File: config.mk
export PLATFORM = sky130hd
export DESIGN_NAME = saturn_bus_top
export DESIGN_NICKNAME = d
export VERILOG_FILES = /design/src/saturn_bus_pkg.sv /design/src/saturn_bus_ctrl.sv /design/src/saturn_mmio.sv /design/src/saturn_sysram.sv /design/src/saturn_bus_top.sv
export VERILOG_INCLUDE_DIRS = /design/src /design/src/src
export SDC_FILE = /design/constraint.sdc
export NUM_CORES = 2
export LEC_CHECK = 0
export BUFFER_PORTS_ARGS = -buffer_cell sky130_fd_sc_hd__buf_4
export CORE_MARGIN = 4
export CORE_UTILIZATION = 50
export CTS_CLUSTER_DIAMETER = 50
export DETAILED_ROUTE_END_ITERATION = 7
export HOLD_SLACK_MARGIN = 0.08
export PLACE_DENSITY = 0.68
export REMOVE_ABC_BUFFERS = 1
export SKIP_CTS_REPAIR_TIMING = 1
export SYNTH_ARGS = -nofsm -noshare
export SYNTH_HDL_FRONTEND = slang
export SYNTH_SLANG_ARGS = --single-unit
File: constraint.sdc
create_clock -name i_clk -period 7.3 [get_ports i_clk]
set_input_delay 1.46 -clock i_clk [delete_from_list [all_inputs] [get_ports i_clk]]
set_output_delay 1.46 -clock i_clk [all_outputs]
set_load 0.05 [all_outputs]
File: src/saturn_bus_settings.svh
// ======================================================================
// sizes shared by the bus controller and the devices
//   address nibbles per pointer or base, pointer width
//   window sizes of the I/O register block and the system RAM
// ======================================================================

`ifndef SATURN_BUS_SETTINGS_SVH
`define SATURN_BUS_SETTINGS_SVH

// pointers and bases go out low nibble first
`define SATURN_ADDR_NIBBLES 5
`define SATURN_ADDR_BITS    20

// 64 nibbles of I/O registers
`define SATURN_MMIO_BITS    6

// 256 nibbles of system RAM
`define SATURN_RAM_BITS     8

`endif

File: src/saturn_bus_pkg.sv
// ======================================================================
// types of the nibble bus
//   bus command nibbles, host operations, controller states
// ======================================================================

`default_nettype none

package saturn_bus_pkg;

    // command nibble codes of the Saturn bus
    typedef enum logic [3:0] {
        NONE      = 4'h0,
        DP_READ   = 4'h1,
        DP_WRITE  = 4'h3,
        LOAD_DP   = 4'h5,
        CONFIGURE = 4'h6,
        RESET     = 4'hf
    } bus_cmd_e;

    typedef enum logic [1:0] {
        OP_CONFIGURE = 2'd0,
        OP_READ      = 2'd1,
        OP_WRITE     = 2'd2
    } host_op_e;

    typedef enum logic [2:0] {
        BOOT,
        IDLE,
        CMD,
        ADDR,
        DATA,
        CAPTURE,
        ACK,
        RELEASE
    } ctrl_state_e;

endpackage

`default_nettype wire

File: src/saturn_bus_ctrl.sv
// ======================================================================
// bus controller
//   takes one host operation over a four-phase req/ack handshake
//   and plays it out as command and data cycles on the nibble bus,
//   then returns the nibble of whichever device answered a read
// ======================================================================

`timescale 1ns/1ps
`default_nettype none

`include "saturn_bus_settings.svh"

module saturn_bus_ctrl (
    input  wire                           i_clk,
    input  wire                           i_reset,
    input  wire                           i_req,
    input  var saturn_bus_pkg::host_op_e  i_op,
    input  wire  [`SATURN_ADDR_BITS-1:0]  i_addr,
    input  wire  [3:0]                    i_wdata,
    output logic                          o_ack,
    output logic [3:0]                    o_rdata,
    output logic                          o_bus_strobe,
    output logic                          o_bus_is_data,
    output logic [3:0]                    o_bus_nibble,
    output logic                          o_daisy,
    input  wire  [3:0]                    i_ram_nibble,
    input  wire                           i_ram_active,
    input  wire  [3:0]                    i_mmio_nibble,
    input  wire                           i_mmio_active
);
    import saturn_bus_pkg::*;

    localparam int unsigned LAST_POS = `SATURN_ADDR_NIBBLES - 1;

    ctrl_state_e                  state;
    host_op_e                     op_q;
    logic [`SATURN_ADDR_BITS-1:0] addr_q;
    logic [3:0]                   wdata_q;
    logic [2:0]                   pos;
    logic                         addr_done;
    logic                         sel_ram;
    logic                         sel_mmio;

    // bus outputs are registered, each state sets up the next cycle
    always_ff @(posedge i_clk) begin
        if (i_reset) begin
            state        <= BOOT;
            o_ack        <= 1'b0;
            o_bus_strobe <= 1'b0;
            o_daisy      <= 1'b0;
            pos          <= '0;
            addr_done    <= 1'b0;
            sel_ram      <= 1'b0;
            sel_mmio     <= 1'b0;
        end else begin
            o_bus_strobe <= 1'b0;
            case (state)
                BOOT: begin
                    // unconfigure everything, then open the daisy chain
                    o_bus_strobe  <= 1'b1;
                    o_bus_is_data <= 1'b0;
                    o_bus_nibble  <= RESET;
                    o_daisy       <= 1'b1;
                    state         <= IDLE;
                end
                IDLE: begin
                    if (i_req) begin
                        op_q          <= i_op;
                        addr_q        <= i_addr;
                        wdata_q       <= i_wdata;
                        addr_done     <= 1'b0;
                        o_bus_strobe  <= 1'b1;
                        o_bus_is_data <= 1'b0;
                        o_bus_nibble  <= (i_op == OP_CONFIGURE) ? CONFIGURE : LOAD_DP;
                        state         <= CMD;
                    end
                end
                CMD: begin
                    o_bus_strobe  <= 1'b1;
                    o_bus_is_data <= 1'b1;
                    if (addr_done) begin
                        // DP_WRITE is on the bus, the write nibble follows
                        o_bus_nibble <= wdata_q;
                        state        <= DATA;
                    end else begin
                        o_bus_nibble <= addr_q[3:0];
                        pos          <= '0;
                        state        <= ADDR;
                    end
                end
                ADDR: begin
                    if (pos != 3'(LAST_POS)) begin
                        o_bus_strobe  <= 1'b1;
                        o_bus_is_data <= 1'b1;
                        o_bus_nibble  <= addr_q[(pos + 3'd1) * 4 +: 4];
                        pos           <= pos + 3'd1;
                    end else begin
                        addr_done <= 1'b1;
                        case (op_q)
                            OP_READ: begin
                                // devices have switched to DP_READ on their own
                                o_bus_strobe  <= 1'b1;
                                o_bus_is_data <= 1'b1;
                                o_bus_nibble  <= 4'h0;
                                state         <= DATA;
                            end
                            OP_WRITE: begin
                                o_bus_strobe  <= 1'b1;
                                o_bus_is_data <= 1'b0;
                                o_bus_nibble  <= DP_WRITE;
                                state         <= CMD;
                            end
                            default: begin
                                o_ack <= 1'b1;
                                state <= ACK;
                            end
                        endcase
                    end
                end
                DATA: begin
                    sel_ram  <= i_ram_active;
                    sel_mmio <= i_mmio_active;
                    if (op_q == OP_READ) begin
                        state <= CAPTURE;
                    end else begin
                        o_ack <= 1'b1;
                        state <= ACK;
                    end
                end
                CAPTURE: begin
                    // read nibble shows up one clock after the data cycle
                    if (sel_ram) begin
                        o_rdata <= i_ram_nibble;
                    end else if (sel_mmio) begin
                        o_rdata <= i_mmio_nibble;
                    end else begin
                        o_rdata <= 4'h0;
                    end
                    o_ack <= 1'b1;
                    state <= ACK;
                end
                ACK: begin
                    if (!i_req) begin
                        o_ack <= 1'b0;
                        state <= RELEASE;
                    end
                end
                RELEASE: state <= IDLE;
                default: state <= IDLE;
            endcase
        end
    end

    ack_needs_req: assert property (@(posedge i_clk) disable iff (i_reset)
        $rose(o_ack) |-> i_req)
        else $error("ack raised with no request pending");

    // windows are disjoint, so at most one device may claim a cycle
    single_device: assert property (@(posedge i_clk) disable iff (i_reset)
        !(i_ram_active && i_mmio_active))
        else $error("both devices active at once");

endmodule

`default_nettype wire

File: src/saturn_mmio.sv
// ======================================================================
// I/O register block on the nibble bus
//   base address configuration through the daisy chain
//   data pointer tracking and window decode
//   64 nibbles of register storage, menu height and ROM mode decode
// ======================================================================

`timescale 1ns/1ps
`default_nettype none

`include "saturn_bus_settings.svh"

module saturn_mmio (
    input  wire        i_clk,
    input  wire        i_reset,
    input  wire        i_bus_strobe,
    input  wire        i_bus_is_data,
    input  wire  [3:0] i_bus_nibble,
    input  wire        i_bus_daisy,
    output logic       o_bus_daisy,
    output logic [3:0] o_bus_nibble_out,
    output logic       o_bus_active,
    output logic [5:0] o_menu_height,
    output logic       o_rom_mode
);
    import saturn_bus_pkg::*;

    localparam int unsigned WORDS     = 1 << `SATURN_MMIO_BITS;
    localparam int unsigned LAST_POS  = `SATURN_ADDR_NIBBLES - 1;
    localparam logic [`SATURN_MMIO_BITS-1:0] REG_MENU_LO = 6'h28;
    localparam logic [`SATURN_MMIO_BITS-1:0] REG_MENU_HI = 6'h29;

    logic [3:0]                   regs [WORDS];
    bus_cmd_e                     last_cmd;
    logic [2:0]                   addr_pos;
    logic [`SATURN_ADDR_BITS-1:0] local_dp;
    logic [`SATURN_ADDR_BITS-1:0] dp_next;
    logic [`SATURN_ADDR_BITS-1:0] base_addr;
    logic [`SATURN_ADDR_BITS-1:0] offset;
    logic                         configured;
    logic                         active;
    logic                         last_addr;
    logic                         do_read;
    logic                         do_write;

    function automatic logic in_window(input logic [`SATURN_ADDR_BITS-1:0] ptr);
        in_window = configured && (ptr >= base_addr) && ((ptr - base_addr) < WORDS);
    endfunction

    // pointer value once the incoming address nibble is in place
    always_comb begin
        dp_next = local_dp;
        dp_next[addr_pos * 4 +: 4] = i_bus_nibble;
    end

    assign last_addr    = (addr_pos == 3'(LAST_POS));
    assign offset       = local_dp - base_addr;
    assign do_read      = i_bus_strobe && i_bus_is_data && active && (last_cmd == DP_READ);
    assign do_write     = i_bus_strobe && i_bus_is_data && active && (last_cmd == DP_WRITE);
    assign o_bus_daisy  = configured;
    assign o_bus_active = active;

    always_ff @(posedge i_clk) begin
        if (i_reset) begin
            last_cmd   <= NONE;
            addr_pos   <= '0;
            local_dp   <= '0;
            base_addr  <= '0;
            configured <= 1'b0;
            active     <= 1'b0;
        end else if (i_bus_strobe) begin
            if (i_bus_is_data) begin
                case (last_cmd)
                    DP_READ, DP_WRITE: local_dp <= local_dp + 1'b1;
                    LOAD_DP: begin
                        local_dp <= dp_next;
                        addr_pos <= addr_pos + 3'd1;
                        // auto switch, window decoded from the full pointer
                        if (last_addr) begin
                            last_cmd <= DP_READ;
                            active   <= in_window(dp_next);
                        end
                    end
                    CONFIGURE: begin
                        if (i_bus_daisy && !configured) begin
                            base_addr[addr_pos * 4 +: 4] <= i_bus_nibble;
                            addr_pos                     <= addr_pos + 3'd1;
                            if (last_addr) begin
                                configured <= 1'b1;
                            end
                        end
                    end
                    default: ;
                endcase
            end else begin
                last_cmd <= bus_cmd_e'(i_bus_nibble);
                addr_pos <= '0;
                active   <= ((i_bus_nibble == DP_READ) || (i_bus_nibble == DP_WRITE))
                            && in_window(local_dp);
                if (i_bus_nibble == RESET) begin
                    base_addr  <= '0;
                    configured <= 1'b0;
                end
            end
        end
    end

    always_ff @(posedge i_clk) begin
        if (do_write) begin
            regs[offset[`SATURN_MMIO_BITS-1:0]] <= i_bus_nibble;
        end
        if (do_read) begin
            o_bus_nibble_out <= regs[offset[`SATURN_MMIO_BITS-1:0]];
        end
    end

    // decoded control registers
    always_ff @(posedge i_clk) begin
        if (i_reset) begin
            o_menu_height <= '0;
            o_rom_mode    <= 1'b0;
        end else if (do_write) begin
            case (offset[`SATURN_MMIO_BITS-1:0])
                REG_MENU_LO: o_menu_height[3:0] <= i_bus_nibble;
                REG_MENU_HI: begin
                    // bit 2 of this nibble is only stored
                    o_menu_height[5:4] <= i_bus_nibble[1:0];
                    o_rom_mode         <= i_bus_nibble[3];
                end
                default: ;
            endcase
        end
    end

    regs_need_config: assert property (@(posedge i_clk) disable iff (i_reset)
        !configured |=> ($stable(o_menu_height) && $stable(o_rom_mode)))
        else $error("control register changed while unconfigured");

endmodule

`default_nettype wire

File: src/saturn_sysram.sv
// ======================================================================
// system RAM on the nibble bus
//   base address configuration, data pointer tracking,
//   window decode and 256 nibbles of storage
// ======================================================================

`timescale 1ns/1ps
`default_nettype none

`include "saturn_bus_settings.svh"

module saturn_sysram (
    input  wire        i_clk,
    input  wire        i_reset,
    input  wire        i_bus_strobe,
    input  wire        i_bus_is_data,
    input  wire  [3:0] i_bus_nibble,
    input  wire        i_bus_daisy,
    output logic       o_bus_daisy,
    output logic [3:0] o_bus_nibble_out,
    output logic       o_bus_active
);
    import saturn_bus_pkg::*;

    localparam int unsigned WORDS    = 1 << `SATURN_RAM_BITS;
    localparam int unsigned LAST_POS = `SATURN_ADDR_NIBBLES - 1;

    logic [3:0]                   mem [WORDS];
    bus_cmd_e                     last_cmd;
    logic [2:0]                   addr_pos;
    logic [`SATURN_ADDR_BITS-1:0] local_dp;
    logic [`SATURN_ADDR_BITS-1:0] dp_next;
    logic [`SATURN_ADDR_BITS-1:0] base_addr;
    logic [`SATURN_ADDR_BITS-1:0] offset;
    logic                         configured;
    logic                         active;
    logic                         last_addr;

    function automatic logic in_window(input logic [`SATURN_ADDR_BITS-1:0] ptr);
        in_window = configured && (ptr >= base_addr) && ((ptr - base_addr) < WORDS);
    endfunction

    always_comb begin
        dp_next = local_dp;
        dp_next[addr_pos * 4 +: 4] = i_bus_nibble;
    end

    assign last_addr    = (addr_pos == 3'(LAST_POS));
    assign offset       = local_dp - base_addr;
    assign o_bus_daisy  = configured;
    assign o_bus_active = active;

    always_ff @(posedge i_clk) begin
        if (i_reset) begin
            last_cmd   <= NONE;
            addr_pos   <= '0;
            local_dp   <= '0;
            base_addr  <= '0;
            configured <= 1'b0;
            active     <= 1'b0;
        end else if (i_bus_strobe) begin
            if (i_bus_is_data) begin
                case (last_cmd)
                    DP_READ, DP_WRITE: local_dp <= local_dp + 1'b1;
                    LOAD_DP: begin
                        local_dp <= dp_next;
                        addr_pos <= addr_pos + 3'd1;
                        if (last_addr) begin
                            last_cmd <= DP_READ;
                            active   <= in_window(dp_next);
                        end
                    end
                    CONFIGURE: begin
                        // only the first unconfigured device on the chain listens
                        if (i_bus_daisy && !configured) begin
                            base_addr[addr_pos * 4 +: 4] <= i_bus_nibble;
                            addr_pos                     <= addr_pos + 3'd1;
                            if (last_addr) begin
                                configured <= 1'b1;
                            end
                        end
                    end
                    default: ;
                endcase
            end else begin
                last_cmd <= bus_cmd_e'(i_bus_nibble);
                addr_pos <= '0;
                active   <= ((i_bus_nibble == DP_READ) || (i_bus_nibble == DP_WRITE))
                            && in_window(local_dp);
                if (i_bus_nibble == RESET) begin
                    base_addr  <= '0;
                    configured <= 1'b0;
                end
            end
        end
    end

    always_ff @(posedge i_clk) begin
        if (i_bus_strobe && i_bus_is_data && active) begin
            if (last_cmd == DP_WRITE) begin
                mem[offset[`SATURN_RAM_BITS-1:0]] <= i_bus_nibble;
            end
            if (last_cmd == DP_READ) begin
                o_bus_nibble_out <= mem[offset[`SATURN_RAM_BITS-1:0]];
            end
        end
    end

    active_needs_config: assert property (@(posedge i_clk) disable iff (i_reset)
        o_bus_active |-> configured)
        else $error("RAM active while unconfigured");

endmodule

`default_nettype wire

File: src/saturn_bus_top.sv
// ======================================================================
// top level of the nibble bus system
//   bus controller, system RAM and I/O register block,
//   daisy chain runs controller -> RAM -> I/O block
// ======================================================================

`timescale 1ns/1ps
`default_nettype none

`include "saturn_bus_settings.svh"

module saturn_bus_top (
    input  wire                           i_clk,
    input  wire                           i_reset,
    input  wire                           i_req,
    input  var saturn_bus_pkg::host_op_e  i_op,
    input  wire  [`SATURN_ADDR_BITS-1:0]  i_addr,
    input  wire  [3:0]                    i_wdata,
    output logic                          o_ack,
    output logic [3:0]                    o_rdata,
    output logic [5:0]                    o_menu_height,
    output logic                          o_rom_mode
);

    logic       bus_strobe;
    logic       bus_is_data;
    logic [3:0] bus_nibble;
    logic       daisy_ctrl;
    logic       daisy_ram;
    logic [3:0] ram_nibble;
    logic       ram_active;
    logic [3:0] mmio_nibble;
    logic       mmio_active;

    saturn_bus_ctrl i_saturn_bus_ctrl (
        .i_clk         (i_clk),
        .i_reset       (i_reset),
        .i_req         (i_req),
        .i_op          (i_op),
        .i_addr        (i_addr),
        .i_wdata       (i_wdata),
        .o_ack         (o_ack),
        .o_rdata       (o_rdata),
        .o_bus_strobe  (bus_strobe),
        .o_bus_is_data (bus_is_data),
        .o_bus_nibble  (bus_nibble),
        .o_daisy       (daisy_ctrl),
        .i_ram_nibble  (ram_nibble),
        .i_ram_active  (ram_active),
        .i_mmio_nibble (mmio_nibble),
        .i_mmio_active (mmio_active)
    );

    // first on the chain, so the first configure lands here
    saturn_sysram i_saturn_sysram (
        .i_clk            (i_clk),
        .i_reset          (i_reset),
        .i_bus_strobe     (bus_strobe),
        .i_bus_is_data    (bus_is_data),
        .i_bus_nibble     (bus_nibble),
        .i_bus_daisy      (daisy_ctrl),
        .o_bus_daisy      (daisy_ram),
        .o_bus_nibble_out (ram_nibble),
        .o_bus_active     (ram_active)
    );

    // end of the chain
    saturn_mmio i_saturn_mmio (
        .i_clk            (i_clk),
        .i_reset          (i_reset),
        .i_bus_strobe     (bus_strobe),
        .i_bus_is_data    (bus_is_data),
        .i_bus_nibble     (bus_nibble),
        .i_bus_daisy      (daisy_ram),
        .o_bus_daisy      (),
        .o_bus_nibble_out (mmio_nibble),
        .o_bus_active     (mmio_active),
        .o_menu_height    (o_menu_height),
        .o_rom_mode       (o_rom_mode)
    );

endmodule

`default_nettype wire

* Yosys cells after proc, flatten, opt, wreduce, memory -nomap -nowiden
Memory sizes are Yosys's and may differ from the RTL's. A register that Yosys moved wholly into a read port is not among the register bits.
Cells that the tools add are included.
** Operators by class
- Add/subtract/negate cells :: 14
- $lt $le $gt $ge :: 8
- Eq/ne operators :: 45
- Shift-type cells :: 5
- Multiplexer cells :: 78
- Bitwise logic cells :: 1
- Reduce and logical (&&, ||, !) cells :: 54
** Operator list (count)
- 2-to-1 mux 20 bit :: 7
- subtractor 20 x 20 -> 21 bit :: 4
- bitwise mux 20 bit :: 4
- >= comparator 20 bit :: 4
- case mux 20 bit (2 select lines) :: 2
- negator 5 -> 34 bit :: 2
- variable shift 4 x 34 -> 20 bit, first input constant :: 2
- variable part select 4 x 34 -> 20 bit :: 2
- < comparator 32 x 7 -> 1 bit, second input constant :: 2
- < comparator 32 x 9 -> 1 bit, second input constant :: 2
- 2-to-1 mux 4 bit :: 11
- adder 20 x 1 -> 20 bit, second input constant :: 2
- variable part select 20 x 33 -> 4 bit :: 1
- 2-to-1 mux 1 bit :: 30
- 2-to-1 mux 3 bit :: 10
- AND reduction 3 bit :: 10
- case mux 3 bit (2 select lines) :: 4
- case mux 3 bit (7 select lines) :: 1
- equality test 3 bit, second input constant :: 6
- inequality test 2 x 1 -> 1 bit, second input constant :: 9
- logical AND 1 bit :: 17
- equality test 4 x 3 -> 1 bit, second input constant :: 4
- case mux 4 bit (4 select lines) :: 1
- AND reduction 5 bit :: 3
- other kinds (32) :: 65
** Storage, ports and cells
- Flip-flop bits (word level) :: 152
- Memory bits (writable) :: 1280
- Input bits :: 29
- Output and inout bits :: 12
- Word-level logic and storage cells :: 236
- Memories :: 2
** Memories
- i_saturn_sysram.mem :: words 256, bits a word 4, read ports 1, clocked after memory_dff 1, wr ports 1, line saturn_sysram.sv:28 : logic [3:0] mem [WORDS];
- i_saturn_mmio.regs :: words 64, bits a word 4, read ports 1, clocked after memory_dff 1, wr ports 1, line saturn_mmio.sv:33 : logic [3:0] regs [WORDS];

* Longest topological paths before layout
- Depth in word-level cells :: 9
- Depth in mapped cells :: 19
- Depth with buffers taken out :: 18

* Cells and area by module
A second synthesis with hierarchy kept.
** Unflattened totals
- Cells, all modules :: 3827
- Area total of the unflattened synthesis :: 62962.9 µm²
** Modules (own cells, without submodules)
- saturn_sysram :: times used 1, cells an instance 2522, area each 45603.7 µm², sequential area each 31850.5 µm²
- saturn_mmio :: times used 1, cells an instance 1147, area each 15170.8 µm², sequential area each 8928.6 µm²
- saturn_bus_ctrl :: times used 1, cells an instance 158, area each 2188.3 µm², sequential area each 1291.2 µm²

* Least setup slack after synthesis
Ideal clock, no wire load.
- Path type :: register to register
- Start :: register i_saturn_bus_ctrl.o_bus_nibble[3]
- End :: register i_saturn_sysram.active, in the netlist i_saturn_sysram.o_bus_active
- Library setup time :: 87 ps
- Arrival :: 6789 ps
- Required time :: 7213 ps
- Slack :: 424 ps
- Cell stages (with the launch flop) :: 15
- Buffers on the path :: 2
- Clock period less this slack :: 6876 ps
- Cells stage by stage :: edfxtp_1 -> clkbuf_1 -> nand2_1 -> o21ai_0 -> ha_1 -> clkbuf_1 -> a211oi_1 -> o21ai_0 -> a21oi_1 -> nor2b_1 -> or4b_2 -> a211o_1 -> nor4_1 -> a21oi_1 -> o31ai_1
** Between the ends
- Word-level cells in the longest chain between the ends :: 8
- Elaborated cells between the ends (all ways) :: 14
- Those cells by class :: add/sub: 1; order compare: 2; eq/ne: 2; shift: 1; mux: 4; reduce/logical: 4
** Ends and longest elaborated chain
- start, declared :: line saturn_bus_ctrl.sv:24 : output logic [3:0] o_bus_nibble,
- start signal, assigned :: line saturn_bus_ctrl.sv:74 : o_bus_nibble <= (i_op == OP_CONFIGURE) ? CONFIGURE : LOAD_DP;
- start signal, assigned :: line saturn_bus_ctrl.sv:83 : o_bus_nibble <= wdata_q;
- start signal, assigned :: line saturn_bus_ctrl.sv:86 : o_bus_nibble <= addr_q[3:0];
- variable part select 4 x 34 -> 20 bit :: line saturn_sysram.sv:45 : dp_next[addr_pos * 4 +: 4] = i_bus_nibble;
- bitwise mux 20 bit :: line saturn_sysram.sv:45
- subtractor 20 x 20 -> 21 bit / >= comparator 20 bit (equally long branches) :: line saturn_sysram.sv:40 : in_window = configured && (ptr >= base_addr) && ((ptr - base_addr) < WORDS);
- < comparator 32 x 9 -> 1 bit / logical AND 1 bit (equally long branches) :: line saturn_sysram.sv:40
- logical AND 1 bit :: line saturn_sysram.sv:40
- 2-to-1 mux 1 bit :: line saturn_sysram.sv:68 : if (last_addr) begin
- 2-to-1 mux 1 bit :: line saturn_sysram.sv:63 : case (last_cmd)
- 2-to-1 mux 1 bit (*) :: line saturn_sysram.sv:62 : if (i_bus_is_data) begin
- end signal, assigned :: line saturn_sysram.sv:70 : active <= in_window(dp_next);
- end signal, assigned :: line saturn_sysram.sv:88 : active <= ((i_bus_nibble == DP_READ) || (i_bus_nibble == DP_WRITE))
- end, declared :: line saturn_sysram.sv:36 : logic active;
Mark *: on every way between the ends. The rest lies on a longest branch, timed or not. The select of a mux whose other input is x is not followed.
A chain may end at the register's enable or synchronous reset.

* Worst setup path in the final report
- Start :: register i_saturn_mmio.addr_pos[0]
- End :: register i_saturn_mmio.active, in the netlist i_saturn_mmio.o_bus_active
** Between the ends
- Word-level cells in the longest chain between the ends :: 9
- Elaborated cells between the ends (all ways) :: 15
- Those cells by class :: add/sub: 2; order compare: 2; eq/ne: 2; shift: 2; mux: 4; reduce/logical: 3
** Ends and longest elaborated chain
- start, declared :: line saturn_mmio.sv:35 : logic [2:0] addr_pos;
- start signal, assigned :: line saturn_mmio.sv:77 : addr_pos <= addr_pos + 3'd1;
- start signal, assigned :: line saturn_mmio.sv:87 : addr_pos <= addr_pos + 3'd1;
- negator 5 -> 34 bit :: line saturn_mmio.sv:53 : dp_next[addr_pos * 4 +: 4] = i_bus_nibble;
- variable part select 4 x 34 -> 20 bit / variable shift 4 x 34 -> 20 bit (equally long branches) :: line saturn_mmio.sv:53
- bitwise mux 20 bit :: line saturn_mmio.sv:53
- subtractor 20 x 20 -> 21 bit / >= comparator 20 bit (equally long branches) :: line saturn_mmio.sv:47 : in_window = configured && (ptr >= base_addr) && ((ptr - base_addr) < WORDS);
- < comparator 32 x 7 -> 1 bit / logical AND 1 bit (equally long branches) :: line saturn_mmio.sv:47
- logical AND 1 bit :: line saturn_mmio.sv:47
- 2-to-1 mux 1 bit :: line saturn_mmio.sv:79 : if (last_addr) begin
- 2-to-1 mux 1 bit :: line saturn_mmio.sv:73 : case (last_cmd)
- 2-to-1 mux 1 bit :: line saturn_mmio.sv:72 : if (i_bus_is_data) begin
- end signal, assigned :: line saturn_mmio.sv:81 : active <= in_window(dp_next);
- end signal, assigned :: line saturn_mmio.sv:98 : active <= ((i_bus_nibble == DP_READ) || (i_bus_nibble == DP_WRITE))
- end, declared :: line saturn_mmio.sv:41 : logic active;
Parallel ways exist; a longest one is shown, timed or not. The select of a mux whose other input is x is not followed.

==> results.py <==
metrics = {
    "critical_path": {
        "crit_required_ns": 7.96,
        "critPathCaptureType": "flip-flop",
        "critPathMaxFanout": 13,
        "cp_data_arrival_time_ns": 5.61,
        "startpoint_type": "flip-flop",
        "path_class": "reg -> reg",
    },
    "power": {
        "leakage_nw": 22.12,
        "powerDensity_nw_per_um2": 270.9,
        "peakVddDrop_uv": 265.7,
        "fin_total_pwr_mw": 18.80,
    },
    "sta": {
        "skew_ns": 0.03431,
        "finalSetupViolCount": 0,
        "slew_headroom_pct": 17.47,
        "max_freq_mhz": 202.2,
        "hold_viol": 0,
        "slew_viol_final": 0,
        "setup_tns_ns": 0,
        "holdWs_ns": 0.4964,
        "period_minus_slack_ns": 4.945,
        "worst-slew-pin-transition_ns": 1.222,
        "period_share_pct": 67.74,
        "grt_setup_unrepaired": "no",
    },
    "die": {
        "die_h_um": 361.9,
        "die_area_um2": 131000,
        "row_count": 129,
        "fp.coreArea_um2": 124100,
        "ioPinCount": 41,
        "die_w_um": 361.9,
        "start_util_pct": 50.46,
    },
    "final_layout": {
        "area_delta_synth_final_pct": 10.85,
        "final_util_pct": 55.93,
        "nNetsFinal": 4099,
        "final_layout_size_suffix_gt1_share_pct": 17.86,
        "fillers": 9438,
        "diodes": 0,
    },
    "yosys": {
        "yosysWarnings": 0,
        "synth_commonest_cells": "edfxtp_1 (1323), nor2_1 (501), mux4_2 (374)",
        "avgSynthCellArea_um2": 15.96,
        "yosysTopAreaCell": "edfxtp_1",
        "synth.area.top_cells": "edfxtp_1 (63%), mux4_2 (13%), dfxtp_1 (3.7%)",
        "synth-edff-count": 1323,
        "syn_inst": 3924,
        "ys_ff_latch": 1440,
        "synthesis.area_um2": 62630,
        "dominantRegCellSynth": "edfxtp_1",
        "synth_cell_type_count": 88,
        "ys_async_sr_fraction_pct": 0,
        "ys_seq_area_share_pct": 67.18,
        "yosysMostFrequentCell": "edfxtp_1",
        "synth_top_area_share_pct": 63.44,
    },
    "drt": {
        "firstDrtPassIters": 6,
        "vias": 35180,
        "routedWlPerCell_um": 25.08,
        "drtIter0Drc": 4109,
        "vias_per_cell": 6.152,
        "drc": 0,
        "ant_nets": 0,
        "wl_mm": 143.5,
    },
    "global_route": {
        "grt_usage_pct": 22.10,
        "grt_pass1_vias": 35030,
        "grt_pass1_wl_mm": 221.1,
        "grt_antenna_before_repair": 0,
        "grt.overflow.total": 0,
        "grt_max_degree": 216,
    },
    "cts": {
        "htreeDepth": 4,
        "cts_inserted_buffers": 146,
        "clkTransAtPathRegs_ns": 0.05,
        "clockRootBuffer": "clkbuf_16",
        "clockBufferDepth": 3,
        "clock-sinks": 1440,
        "clk_latency_ns": 0.78,
        "cts_tree": "yes",
    },
    "placed_design": {
        "place_congestion": 0.8937,
        "io_buffers": 40,
        "dp_hpwl_mm": 88.56,
    },
    "run": {
        "cap_violations": 0,
    },
    "min_path": {
        "hold_class": "reg -> reg",
    },
    "outcome": {
        "status": "complete, no violations",
    },
}
[power by group]
part	total [mW]	leakage [nW]	switching [mW]	internal [mW]
clock network	7.38	2.31	3.18	4.20
registers	9.20	12.7	0.0362	9.16
logic	2.22	7.08	1.37	0.856
[worst max-delay path, cell delays in order, from the launching register on]
cell and delay [ns]:
dfxtp_1 0.58, inv_1 0.16, ha_1 0.27, ha_1 0.34, nor4b_1 0.30, nand3_1 0.30, inv_1 0.19, and3_1 0.20
a21o_1 0.12, ha_1 0.24, and3_1 0.17, a211oi_1 0.25, a21oi_1 0.17, o211ai_1 0.28, nand2_1 0.12, mux2_2 0.29
a2111oi_0 0.48, nand4_1 0.16, o31ai_1 0.21
[cell type report]
type / instances / area (um2) / area share [%]
clock buffer: 174 / 3852 / 5.549
timing repair buffer: 103 / 873.3 / 1.258
sequential: 1440 / 42070 / 60.60
multi-input combinational: 2188 / 19340 / 27.86
tap: 1637 / 2048 / 2.950
clock inverter: 89 / 904.6 / 1.303
inverter: 88 / 330.3 / 0.4758
[worst paths after layout]
kind | from | end | slack, ns | depth (start not counted)
worst min register to register | i_saturn_sysram.base_addr[13] | i_saturn_sysram.base_addr[13] | 0.50 | 2
worst max-delay path | i_saturn_mmio.addr_pos[0] | i_saturn_mmio.o_bus_active | 2.35 | 18
worst max register to register | i_saturn_mmio.addr_pos[0] | i_saturn_mmio.o_bus_active | 2.35 | 18
worst min-delay path | i_saturn_sysram.base_addr[13] | i_saturn_sysram.base_addr[13] | 0.50 | 2
[cell families (layout without fill, tap and decap cells)]
family          count (synthesis)  count (layout)  share of synthesized area, %
compound gates                520             520                         5.438
xor+xnor                       33              33                        0.4855
fa+ha+maj                     103             103                         2.082
buf+inv                       296             454                         2.196
flops                        1440            1440                         67.18
mux                           437             437                         14.85
simple gates                 1095            1095                         7.766
[stage by stage]
stage | instances | instance area, um2 | worst slack [ns]
3_3_place_gp | 5456 | 64670 | 2.722
2_1_floorplan | 3716 | 61580 | -4.814
3_5_place_dp | 5456 | 64670 | 2.551
5_1_grt | 5719 | 69420 | 1.999
4_1_cts | 5719 | 69420 | 2.480
6_report | 5719 | 69420 | 2.355
[placed cells by master, fill, tap and decap left out, drive strengths merged, types with 12 or more instances in the layout]
cell and n:
mux2i 44, xnor2 23, and3 22, dfxtp 117, nor2b 31, nand4 24
mux4 389, nor2 501, nand2b 18, a211oi 51, ha 101, nand3 84
and2 12, nand3b 15, a31oi 22, o31ai 15, inv 95, clkinv 67
a22oi 49, a21o 23, clkbuf 174, o21ai 114, buf 103, edfxtp 1323
o22ai 13, nand2 280, nor3 44, a21oi 127
[layer usage]
metal	track usage, %	vias to the layer above	routed length [um]
met5	0	-	0
met4	6.181	0	3406
met3	4.269	218	10770
met2	35.53	1396	69910
met1	31.25	17970	59360
li1	-	15600	-
[state kept, by name, summed over array words and instances, names as in the netlist, 6 cells and up]
register	count
i_saturn_mmio.local_dp	20
i_saturn_bus_ctrl.addr_q	20
i_saturn_sysram.base_addr	20
i_saturn_mmio.o_menu_height	6
i_saturn_mmio.base_addr	20
i_saturn_sysram.mem	1024
i_saturn_mmio.regs	256
i_saturn_sysram.local_dp	20
No activity file was read; power rests on OpenSTA's default activity.
